## config.mk

```make
export PLATFORM = sky130hd
export DESIGN_NAME = decodeStage
export DESIGN_NICKNAME = d
export VERILOG_FILES = /design/src/rtl/decodePkg.sv /design/src/rtl/controlUnit.sv /design/src/rtl/registerFile.sv /design/src/rtl/immediateExtender.sv /design/src/rtl/decodeStage.sv
export SDC_FILE = /design/constraint.sdc
export NUM_CORES = 2
export LEC_CHECK = 0
export CAP_MARGIN = 20
export CELL_PAD_IN_SITES_DETAIL_PLACEMENT = 0
export CELL_PAD_IN_SITES_GLOBAL_PLACEMENT = 1
export CORE_MARGIN = 2
export CORE_UTILIZATION = 41
export DETAILED_ROUTE_END_ITERATION = 12
export DONT_BUFFER_PORTS = 1
export HOLD_SLACK_MARGIN = 0.02
export PLACE_DENSITY_LB_ADDON = 0.1
export SETUP_SLACK_MARGIN = 0.4
export SLEW_MARGIN = 25
export SYNTH_ARGS = -nofsm -noshare
export SYNTH_HDL_FRONTEND = slang
export SYNTH_SLANG_ARGS = --single-unit
```

## constraint.sdc

```tcl
create_clock -name CLK -period 2.8 [get_ports CLK]
set_input_delay 0 -clock CLK [delete_from_list [all_inputs] [get_ports CLK]]
set_output_delay 0 -clock CLK [all_outputs]
set_load 0.03 [all_outputs]
```

## src/rtl/decodePkg.sv

```systemverilog
/*
 * Shared encodings for the RV32I decode stage.
 * Opcodes, funct3/funct7 values, ALU, memory, immediate and select codes,
 * plus the instruction word type. Modules pull these in by wildcard import.
 */

package decodePkg;

    //////////////////////////////////////////////////
    // Widths
    //////////////////////////////////////////////////
    localparam int xlen         = 32;                // Data width
    localparam int regAddrWidth = 5;                 // Register address width

    // Major opcodes
    localparam logic [6:0] opR      = 7'b0110011;    // Register ALU ops
    localparam logic [6:0] opI      = 7'b0010011;    // Immediate ALU ops
    localparam logic [6:0] opLoad   = 7'b0000011;
    localparam logic [6:0] opStore  = 7'b0100011;
    localparam logic [6:0] opBranch = 7'b1100011;
    localparam logic [6:0] opJal    = 7'b1101111;
    localparam logic [6:0] opJalr   = 7'b1100111;
    localparam logic [6:0] opLui    = 7'b0110111;
    localparam logic [6:0] opAuipc  = 7'b0010111;
    localparam logic [6:0] opFence  = 7'b0001111;    // FENCE and PAUSE
    localparam logic [6:0] opSystem = 7'b1110011;    // ECALL and EBREAK

    // funct3 for ALU ops, R and I forms alike
    localparam logic [2:0] f3AddSub = 3'b000;
    localparam logic [2:0] f3Sll    = 3'b001;
    localparam logic [2:0] f3Slt    = 3'b010;
    localparam logic [2:0] f3Sltu   = 3'b011;
    localparam logic [2:0] f3Xor    = 3'b100;
    localparam logic [2:0] f3SrlSra = 3'b101;
    localparam logic [2:0] f3Or     = 3'b110;
    localparam logic [2:0] f3And    = 3'b111;
    localparam logic [2:0] f3Jalr   = 3'b000;        // Only legal JALR value

    // funct3 for loads and stores
    localparam logic [2:0] f3Lb  = 3'b000;
    localparam logic [2:0] f3Lh  = 3'b001;
    localparam logic [2:0] f3Lw  = 3'b010;
    localparam logic [2:0] f3Lbu = 3'b100;
    localparam logic [2:0] f3Lhu = 3'b101;
    localparam logic [2:0] f3Sb  = 3'b000;
    localparam logic [2:0] f3Sh  = 3'b001;
    localparam logic [2:0] f3Sw  = 3'b010;

    // funct3 for branch conditions
    localparam logic [2:0] f3Beq  = 3'b000;
    localparam logic [2:0] f3Bne  = 3'b001;
    localparam logic [2:0] f3Blt  = 3'b100;
    localparam logic [2:0] f3Bge  = 3'b101;
    localparam logic [2:0] f3Bltu = 3'b110;
    localparam logic [2:0] f3Bgeu = 3'b111;

    // funct7
    localparam logic [6:0] f7Alt = 7'b0100000;       // SUB, SRA, SRAI
    localparam logic [6:0] f7Mul = 7'b0000001;       // M extension, not supported

    //////////////////////////////////////////////////
    // Control codes
    //////////////////////////////////////////////////
    localparam logic [3:0] aluAdd  = 4'd0;
    localparam logic [3:0] aluSub  = 4'd1;
    localparam logic [3:0] aluSll  = 4'd2;
    localparam logic [3:0] aluSlt  = 4'd3;           // Also BLT
    localparam logic [3:0] aluSltu = 4'd4;           // Also BLTU
    localparam logic [3:0] aluXor  = 4'd5;
    localparam logic [3:0] aluSrl  = 4'd6;
    localparam logic [3:0] aluSra  = 4'd7;
    localparam logic [3:0] aluOr   = 4'd8;
    localparam logic [3:0] aluAnd  = 4'd9;
    localparam logic [3:0] aluLui  = 4'd10;          // Pass operand B
    localparam logic [3:0] aluBeq  = 4'd11;
    localparam logic [3:0] aluBne  = 4'd12;
    localparam logic [3:0] aluBge  = 4'd13;
    localparam logic [3:0] aluBgeu = 4'd14;

    localparam logic [2:0] memByte         = 3'd0;
    localparam logic [2:0] memByteUnsigned = 3'd1;
    localparam logic [2:0] memHalf         = 3'd2;
    localparam logic [2:0] memHalfUnsigned = 3'd3;
    localparam logic [2:0] memWord         = 3'd4;

    localparam logic [2:0] immI = 3'd0;
    localparam logic [2:0] immS = 3'd1;
    localparam logic [2:0] immB = 3'd2;
    localparam logic [2:0] immU = 3'd3;
    localparam logic [2:0] immJ = 3'd4;

    localparam logic [1:0] resultAlu = 2'd0;
    localparam logic [1:0] resultMem = 2'd1;
    localparam logic [1:0] resultPc4 = 2'd2;         // 2'd3 unused

    localparam logic srcAReg   = 1'b0;
    localparam logic srcAPc    = 1'b1;
    localparam logic srcBReg   = 1'b0;
    localparam logic srcBImm   = 1'b1;
    localparam logic branchPc  = 1'b0;
    localparam logic branchReg = 1'b1;               // JALR target base

    // Same 32 bits seen raw or split into R-format fields
    typedef union packed {
        logic [31:0] raw;
        struct packed {
            logic [6:0]              funct7;
            logic [regAddrWidth-1:0] rs2;
            logic [regAddrWidth-1:0] rs1;
            logic [2:0]              funct3;
            logic [regAddrWidth-1:0] rd;
            logic [6:0]              opcode;
        } r;
    } instrWord;

endpackage

```

## src/rtl/controlUnit.sv

```systemverilog
/*
 * Main decoder of the decode stage. Purely combinational.
 * Turns opcode, funct3 and funct7 into enables and select codes.
 * Anything unsupported leaves every enable low, so it acts as a no-op.
 */

`timescale 1ns/1ps

module controlUnit import decodePkg::*; (
    input  logic [6:0] opcode,
    input  logic [2:0] funct3,
    input  logic [6:0] funct7,
    output logic       regWrite,
    output logic       memWrite,
    output logic       jump,
    output logic       branch,
    output logic [2:0] memCtl,     // Access size and extension
    output logic [3:0] aluCtl,
    output logic [2:0] immSel,     // To immediate extender
    output logic       branchSrc,  // PC or rs1 as target base
    output logic       srcASel,
    output logic       srcBSel,
    output logic [1:0] resultSel
);

    always_comb begin
        // Safe defaults, nothing changes state
        regWrite  = 1'b0;
        memWrite  = 1'b0;
        jump      = 1'b0;
        branch    = 1'b0;
        memCtl    = memByte;
        aluCtl    = aluAdd;
        immSel    = immI;
        branchSrc = branchPc;
        srcASel   = srcAReg;
        srcBSel   = srcBReg;
        resultSel = resultAlu;

        case (opcode)
            //////////////////////////////////////////////////
            // ALU instructions
            //////////////////////////////////////////////////
            opR: begin
                if (funct7 != f7Mul) begin                          // MUL stays a no-op
                    regWrite = 1'b1;
                    case (funct3)
                        f3AddSub: aluCtl = (funct7 == f7Alt) ? aluSub : aluAdd;
                        f3Sll:    aluCtl = aluSll;
                        f3Slt:    aluCtl = aluSlt;
                        f3Sltu:   aluCtl = aluSltu;
                        f3Xor:    aluCtl = aluXor;
                        f3SrlSra: aluCtl = (funct7 == f7Alt) ? aluSra : aluSrl;
                        f3Or:     aluCtl = aluOr;
                        f3And:    aluCtl = aluAnd;
                        default:  ;
                    endcase
                end
            end
            opI: begin
                regWrite = 1'b1;
                srcBSel  = srcBImm;                                 // Immediate operand
                case (funct3)
                    f3AddSub: aluCtl = aluAdd;                      // ADDI, no SUBI
                    f3Sll:    aluCtl = aluSll;
                    f3Slt:    aluCtl = aluSlt;
                    f3Sltu:   aluCtl = aluSltu;
                    f3Xor:    aluCtl = aluXor;
                    f3SrlSra: aluCtl = (funct7 == f7Alt) ? aluSra : aluSrl; // Shamt upper bits
                    f3Or:     aluCtl = aluOr;
                    f3And:    aluCtl = aluAnd;
                    default:  ;
                endcase
            end

            //////////////////////////////////////////////////
            // Jumps and branches
            //////////////////////////////////////////////////
            opJalr: begin
                if (funct3 == f3Jalr) begin
                    regWrite  = 1'b1;                               // Link register
                    jump      = 1'b1;
                    branchSrc = branchReg;                          // rs1 + imm target
                    srcBSel   = srcBImm;
                    resultSel = resultPc4;
                end
            end
            opJal: begin
                regWrite  = 1'b1;
                jump      = 1'b1;
                immSel    = immJ;
                resultSel = resultPc4;                              // Return address
            end
            opBranch: begin
                immSel = immB;
                branch = 1'b1;                                      // Cleared below if illegal
                case (funct3)
                    f3Beq:   aluCtl = aluBeq;
                    f3Bne:   aluCtl = aluBne;
                    f3Blt:   aluCtl = aluSlt;
                    f3Bge:   aluCtl = aluBge;
                    f3Bltu:  aluCtl = aluSltu;
                    f3Bgeu:  aluCtl = aluBgeu;
                    default: branch = 1'b0;                         // 010 and 011
                endcase
            end

            // Memory access, address is rs1 + imm
            opLoad: begin
                srcBSel   = srcBImm;
                resultSel = resultMem;
                regWrite  = 1'b1;
                case (funct3)
                    f3Lb:    memCtl = memByte;
                    f3Lbu:   memCtl = memByteUnsigned;
                    f3Lh:    memCtl = memHalf;
                    f3Lhu:   memCtl = memHalfUnsigned;
                    f3Lw:    memCtl = memWord;
                    default: regWrite = 1'b0;                       // LWU, LD
                endcase
            end
            opStore: begin
                srcBSel  = srcBImm;
                immSel   = immS;
                memWrite = 1'b1;
                case (funct3)
                    f3Sb:    memCtl = memByte;
                    f3Sh:    memCtl = memHalf;
                    f3Sw:    memCtl = memWord;
                    default: memWrite = 1'b0;                       // SD
                endcase
            end

            // Upper immediates
            opLui: begin
                regWrite = 1'b1;
                aluCtl   = aluLui;                                  // Pass imm through
                srcBSel  = srcBImm;
                immSel   = immU;
            end
            opAuipc: begin
                regWrite = 1'b1;
                srcASel  = srcAPc;                                  // PC + imm
                srcBSel  = srcBImm;
                immSel   = immU;
            end

            opFence, opSystem: ;                                    // Treated as no-ops
            default: ;                                              // Illegal opcode
        endcase
    end

endmodule

```

## src/rtl/registerFile.sv

```systemverilog
/*
 * Integer register file with two combinational read ports and one write port.
 * Writes land on the rising edge. A same-cycle write is forwarded to reads.
 * x0 and addresses at or above numRegs read as zero and ignore writes.
 */

`timescale 1ns/1ps

module registerFile import decodePkg::*; #(
    parameter int numRegs = 32                  // 16 for an RV32E build
) (
    input  logic                    CLK,
    input  logic                    RST,
    input  logic                    writeEn,
    input  logic [regAddrWidth-1:0] writeAddr,
    input  logic [xlen-1:0]         writeData,
    input  logic [regAddrWidth-1:0] readAddr1,
    input  logic [regAddrWidth-1:0] readAddr2,
    output logic [xlen-1:0]         readData1,
    output logic [xlen-1:0]         readData2
);

    logic [xlen-1:0] regs [numRegs];

    // Real register, not x0 and inside the array
    function automatic logic validAddr(input logic [regAddrWidth-1:0] addr);
        return (addr != '0) && (int'(addr) < numRegs);
    endfunction

    always_ff @(posedge CLK) begin
        if (RST) begin
            for (int i = 0; i < numRegs; i++) begin
                regs[i] <= '0;                  // Defined reads after reset
            end
        end else if (writeEn && validAddr(writeAddr)) begin
            regs[writeAddr] <= writeData;
        end
    end

    // Read ports, forwarding takes priority over the stored value
    always_comb begin
        readData1 = '0;
        readData2 = '0;
        if (validAddr(readAddr1)) begin
            readData1 = (writeEn && readAddr1 == writeAddr) ? writeData : regs[readAddr1];
        end
        if (validAddr(readAddr2)) begin
            readData2 = (writeEn && readAddr2 == writeAddr) ? writeData : regs[readAddr2];
        end
    end

endmodule

```

## src/rtl/immediateExtender.sv

```systemverilog
/*
 * Builds the 32-bit immediate for the format chosen by the control unit.
 * I, S, B and J are sign extended, U fills the low 12 bits with zeros.
 */

`timescale 1ns/1ps

module immediateExtender import decodePkg::*; (
    input  instrWord        instr,
    input  logic [2:0]      immSel,
    output logic [xlen-1:0] immExt
);

    logic [31:0] w;
    logic        sign;

    assign w    = instr.raw;                   // Immediate bits sit across field borders
    assign sign = instr.raw[31];               // Always the immediate MSB

    always_comb begin
        case (immSel)
            immI:    immExt = {{21{sign}}, w[30:20]};
            immS:    immExt = {{21{sign}}, w[30:25], w[11:7]};            // Split around rd slot
            immB:    immExt = {{20{sign}}, w[7], w[30:25], w[11:8], 1'b0}; // Halfword offset
            immU:    immExt = {w[31:12], 12'b0};
            immJ:    immExt = {{12{sign}}, w[19:12], w[20], w[30:21], 1'b0};
            default: immExt = '0;              // Unused select codes
        endcase
    end

endmodule

```

## src/rtl/decodeStage.sv

```systemverilog
/*
 * Decode stage top level of the five-stage RV32I pipeline.
 * Splits the fetched instruction into fields and feeds the control unit,
 * register file and immediate extender. Writeback drives the write port.
 * All outputs are combinational from the instruction and register state.
 */

`timescale 1ns/1ps

module decodeStage import decodePkg::*; #(
    parameter int numRegs = 32
) (
    input  logic                    CLK,
    input  logic                    RST,
    input  instrWord                instr,       // From fetch
    input  logic                    regWriteEn,  // Writeback port
    input  logic [regAddrWidth-1:0] writeAddr,
    input  logic [xlen-1:0]         writeData,
    output logic                    regWrite,
    output logic                    memWrite,
    output logic                    jump,
    output logic                    branch,
    output logic [2:0]              memCtl,
    output logic [3:0]              aluCtl,
    output logic                    branchSrc,
    output logic                    srcASel,
    output logic                    srcBSel,
    output logic [1:0]              resultSel,
    output logic [regAddrWidth-1:0] rd,          // Hazard unit
    output logic [regAddrWidth-1:0] rs1,
    output logic [regAddrWidth-1:0] rs2,
    output logic [xlen-1:0]         readData1,
    output logic [xlen-1:0]         readData2,
    output logic [xlen-1:0]         immExt
);

    logic [2:0] immSel;                          // Control unit to extender

    // Register fields straight from the union view
    assign rd  = instr.r.rd;
    assign rs1 = instr.r.rs1;
    assign rs2 = instr.r.rs2;

    controlUnit ctrl (
        .opcode    (instr.r.opcode),
        .funct3    (instr.r.funct3),
        .funct7    (instr.r.funct7),
        .regWrite  (regWrite),
        .memWrite  (memWrite),
        .jump      (jump),
        .branch    (branch),
        .memCtl    (memCtl),
        .aluCtl    (aluCtl),
        .immSel    (immSel),
        .branchSrc (branchSrc),
        .srcASel   (srcASel),
        .srcBSel   (srcBSel),
        .resultSel (resultSel)
    );

    registerFile #(
        .numRegs (numRegs)
    ) regFile (
        .CLK       (CLK),
        .RST       (RST),
        .writeEn   (regWriteEn),
        .writeAddr (writeAddr),
        .writeData (writeData),
        .readAddr1 (instr.r.rs1),
        .readAddr2 (instr.r.rs2),
        .readData1 (readData1),
        .readData2 (readData2)
    );

    immediateExtender immExtender (
        .instr  (instr),                         // Whole word, raw view inside
        .immSel (immSel),
        .immExt (immExt)
    );

endmodule

```

==> PnR_summary.wiki <==
{| class="wikitable"
! Metric !! Value
|-
| Final number of setup-violating endpoints || 13
|-
| Total number of vias || 37700
|-
| Register bit total from synthesis || 1024
|-
| CP Data Arrival Time || 2.96 ns
|-
| Peak ir drop on the vdd network || 0.496 mV
|-
| Number of fill cells || 11800
|-
| Global-route congestion overflow total || 0
|-
| CTS tree || done
|-
| Share of synthesized flip-flops with an asynchronous set or reset || 0
|-
| Register cell area after layout || 30700 µm²
|-
| Number of warnings printed during yosys synthesis || 0
|-
| DPL Wire Length || 127000 µm
|-
| Post-DP Area || 59100 µm²
|-
| Worst Hold Class || primary input to output port
|-
| Violated checks || negative setup slack
|-
| Global-route wire length before repair || 310000 µm
|-
| Library cell used as clock root buffer || clkbuf_16
|-
| Crit Path Max Fanout || 2
|-
| Post-Syn Area || 56300 µm²
|-
| Remaining antenna violation count after routing || 0
|-
| Weighted congestion reported at the end of routability-driven placement || 0.820
|-
| Max reg flops || 1024
|-
| Routing usage on met2 || 0.510
|-
| CP Class || flop to output port
|-
| Cell area after layout || 66100 µm²
|-
| Number of levels in the clock H-tree || 3
|-
| Count of boundary I/O pins || 199
|-
| Cell row count || 136
|-
| Num Clock Sinks || 1024
|-
| Required time of the critical path || 2.80 ns
|-
| Number of buffers created by CTS || 121
|-
| Starting Density || 0.411
|-
| Final cell utilization of the core || 0.483
|-
| Routing usage on met1 || 0.430
|-
| Most flops, register || regFile.regs
|-
| Routed length per instance || 37.5 µm
|-
| Leading register cell type out of synthesis || edfxtp_1
|-
| Final routed wirelength across all metal layers || 227000 µm
|-
| Fraction of the yosys area taken by sequential cells || 0.546
|-
| Tightest slew margin relative to the limit || 0.128
|-
| Buffer depth of the longest clock path || 3
|-
| Number of enable flip-flop cells after synthesis || 1024
|-
| Area Growth Syn to Fin || 17.4%
|-
| Via density || 6.25
|-
| Die area || 140000 µm²
|-
| Number of max-cap violations || 0
|-
| Vias in the first global route || 37400
|-
| # DRC || 0
|-
| Quantity of I/O buffers inserted on ports || 0
|-
| Crit path setup slack, layout || -0.157 ns
|-
| Fraction of met3 tracks used by global routing || 0.0565
|-
| Maximum clock rate || 0.338 GHz
|-
| Pin count of the biggest net entering global routing || 350
|-
| Die Wd || 375 µm
|-
| Critical path startpoint category || flop
|-
| Multi-input gate area in the final layout || 25400 µm²
|-
| Final Hold Fails || 0
|-
| Post-route clock period utilization || 1.06
|-
| Global router's overall resource usage || 0.320
|-
| Transition at the pin with the smallest max-transition slack || 1.31 ns
|-
| Fraction of layout instances using a drive strength above 1 || 0.271
|-
| CTS clock-pin slew for the worst setup and hold paths || 0.05 ns
|-
| Number of antenna violations at the first check in global routing || 18
|-
| Power density cells || 599 nW/µm²
|-
| Placeable core area || 137000 µm²
|-
| Iter 0 DRT Violations || 4452
|-
| Final worst path period need || 2.96 ns
|-
| Post-synthesis cell type count || 57
|-
| Mapped Cells || 4036
|-
| Number of nets in the final layout || 4181
|-
| Average footprint of a synthesized cell || 14.0 µm²
|-
| Status || finished with violations
|-
| Height of the die || 375 µm
|-
| Static leakage || 23.5 nW
|-
| Largest registers || regFile.regs x1024
|-
| Fin. max-slew vios || 0
|-
| Critical Path Sink Type || output port
|-
| Setup repair after global routing missed its margin || yes
|-
| Layer with the highest usage || met2
|-
| Number of detailed-route iterations in the first pass || 5
|}
-- cells in the mapped netlist, types with 4 or more instances --
master | number | share of area
a22o_1 | 10 | 0.0016
a211o_1 | 18 | 0.0028
clkbuf_1 | 299 | 0.020
and3_1 | 7 | 0.00078
o21ai_0 | 63 | 0.0056
a22oi_1 | 84 | 0.011
nand4_1 | 15 | 0.0017
a221oi_1 | 55 | 0.0085
buf_2 | 58 | 0.0052
xor2_1 | 8 | 0.0012
o211ai_1 | 12 | 0.0016
a211oi_1 | 32 | 0.0043
a31oi_1 | 18 | 0.0020
nand3b_1 | 4 | 0.00053
o221ai_1 | 4 | 0.00062
mux2i_1 | 365 | 0.065
buf_1 | 16 | 0.0011
or2_2 | 32 | 0.0036
nand3_1 | 42 | 0.0037
nor2b_1 | 37 | 0.0041
nand2b_1 | 7 | 0.00078
a221o_1 | 42 | 0.0075
buf_4 | 51 | 0.0068
nand2_1 | 69 | 0.0046
and2_1 | 1014 | 0.11
nor2_1 | 110 | 0.0073
o22ai_1 | 31 | 0.0034
mux4_2 | 377 | 0.15
inv_1 | 14 | 0.00093
nor3_1 | 17 | 0.0015
buf_6 | 12 | 0.0024
edfxtp_1 | 1024 | 0.55
a21oi_1 | 37 | 0.0033
a2111oi_0 | 4 | 0.00062
a21o_1 | 11 | 0.0015
o221a_2 | 8 | 0.0016
-- power by group --
| group | total, W | internal (W) | switching [W] |
|---|---|---|---|
| registers | 0.0181 | 0.0177 | 0.000418 |
| clock network | 0.0159 | 0.00920 | 0.00669 |
| logic | 0.00558 | 0.00240 | 0.00318 |
| total | 0.0396 | 0.0293 | 0.0103 |
-- layout make-up --
cell class / instances / area share
Sequential cell: 1024 / 0.465
Multi-Input combinational cell: 2592 / 0.384
Timing Repair Buffer: 355 / 0.0559
Clock buffer: 149 / 0.0474
Tap cell: 1794 / 0.0339
Clock inverter: 81 / 0.0117
Antenna cell: 24 / 0.000908
Inverter: 15 / 0.000889
-- cells by family after synthesis --
kind of cell | count (synthesis) | synth area share
multiplexers | 743 | 0.216
AO/OA/AOI/OAI | 438 | 0.0574
AND/OR/NAND/NOR | 1369 | 0.143
XOR/XNOR | 10 | 0.00155
other | 1 | 0.0000666
flip-flops | 1024 | 0.546
buffers and inverters | 451 | 0.0363
-- routing by layer --
metal | share of wire | up-vias
met5 | 0.00019 | -
met4 | 0.048 | 6
met3 | 0.078 | 386
met2 | 0.47 | 1870
met1 | 0.41 | 19900
li1 | - | 15600
-- worst max-delay path: stages, from the launching register on --
cell      delay, ns
edfxtp_1       0.39
mux4_2         0.49
mux4_2         0.52
nor2b_1        0.17
a221o_2        0.44
buf_6          0.18
-- per-stage QoR --
step                setup slack [ns]  total power [W]  TNS (ns)  hold WS [ns]  std cells
finish                        -0.157           0.0396    -0.870         0.105       6034
CTS                           -0.217           0.0396     -1.53        0.0923       5984
global placement              0.0378           0.0230         0      0.000372       5645
detailed placement            0.0629           0.0230         0      0.000370       5646
floorplan                      0.445           0.0216         0         0.119       4067
global route                  -0.212           0.0406     -1.73        0.0695       6024
-- repair_timing --
action                                   CTS  global route
endpoints found under the setup margin    61            61
gates resized for setup                  272            64
hold buffers                             101             8
pin swaps                                 95            42
endpoints found under the hold margin   1630           248
setup buffers                              7            18
-- final timing paths --
| path | startpoint | to | slack (ns) | depth (start not counted) |
|---|---|---|---|---|
| min | instr[22] | rs2[2] | 0.11 | 0 |
| max | regFile.regs[23][13] | readData2[13] | -0.16 | 5 |
-- placed cells by master, fill, tap and decap left out, types with 40 or more instances in the layout --
master / netlist / final
edfxtp_1: 1024 / 1024
and2_1: 1014 / 999
mux4_2: 377 / 377
mux2i_1: 365 / 333
buf_4: 51 / 182
clkbuf_16: 0 / 121
dlygate4sd3_1: 0 / 77
nand2_1: 69 / 67
a22oi_1: 84 / 67
nor2_1: 110 / 59
buf_12: 0 / 59
o21ai_0: 63 / 51
nor2_4: 0 / 40
Power figures use the tool's default switching activity.
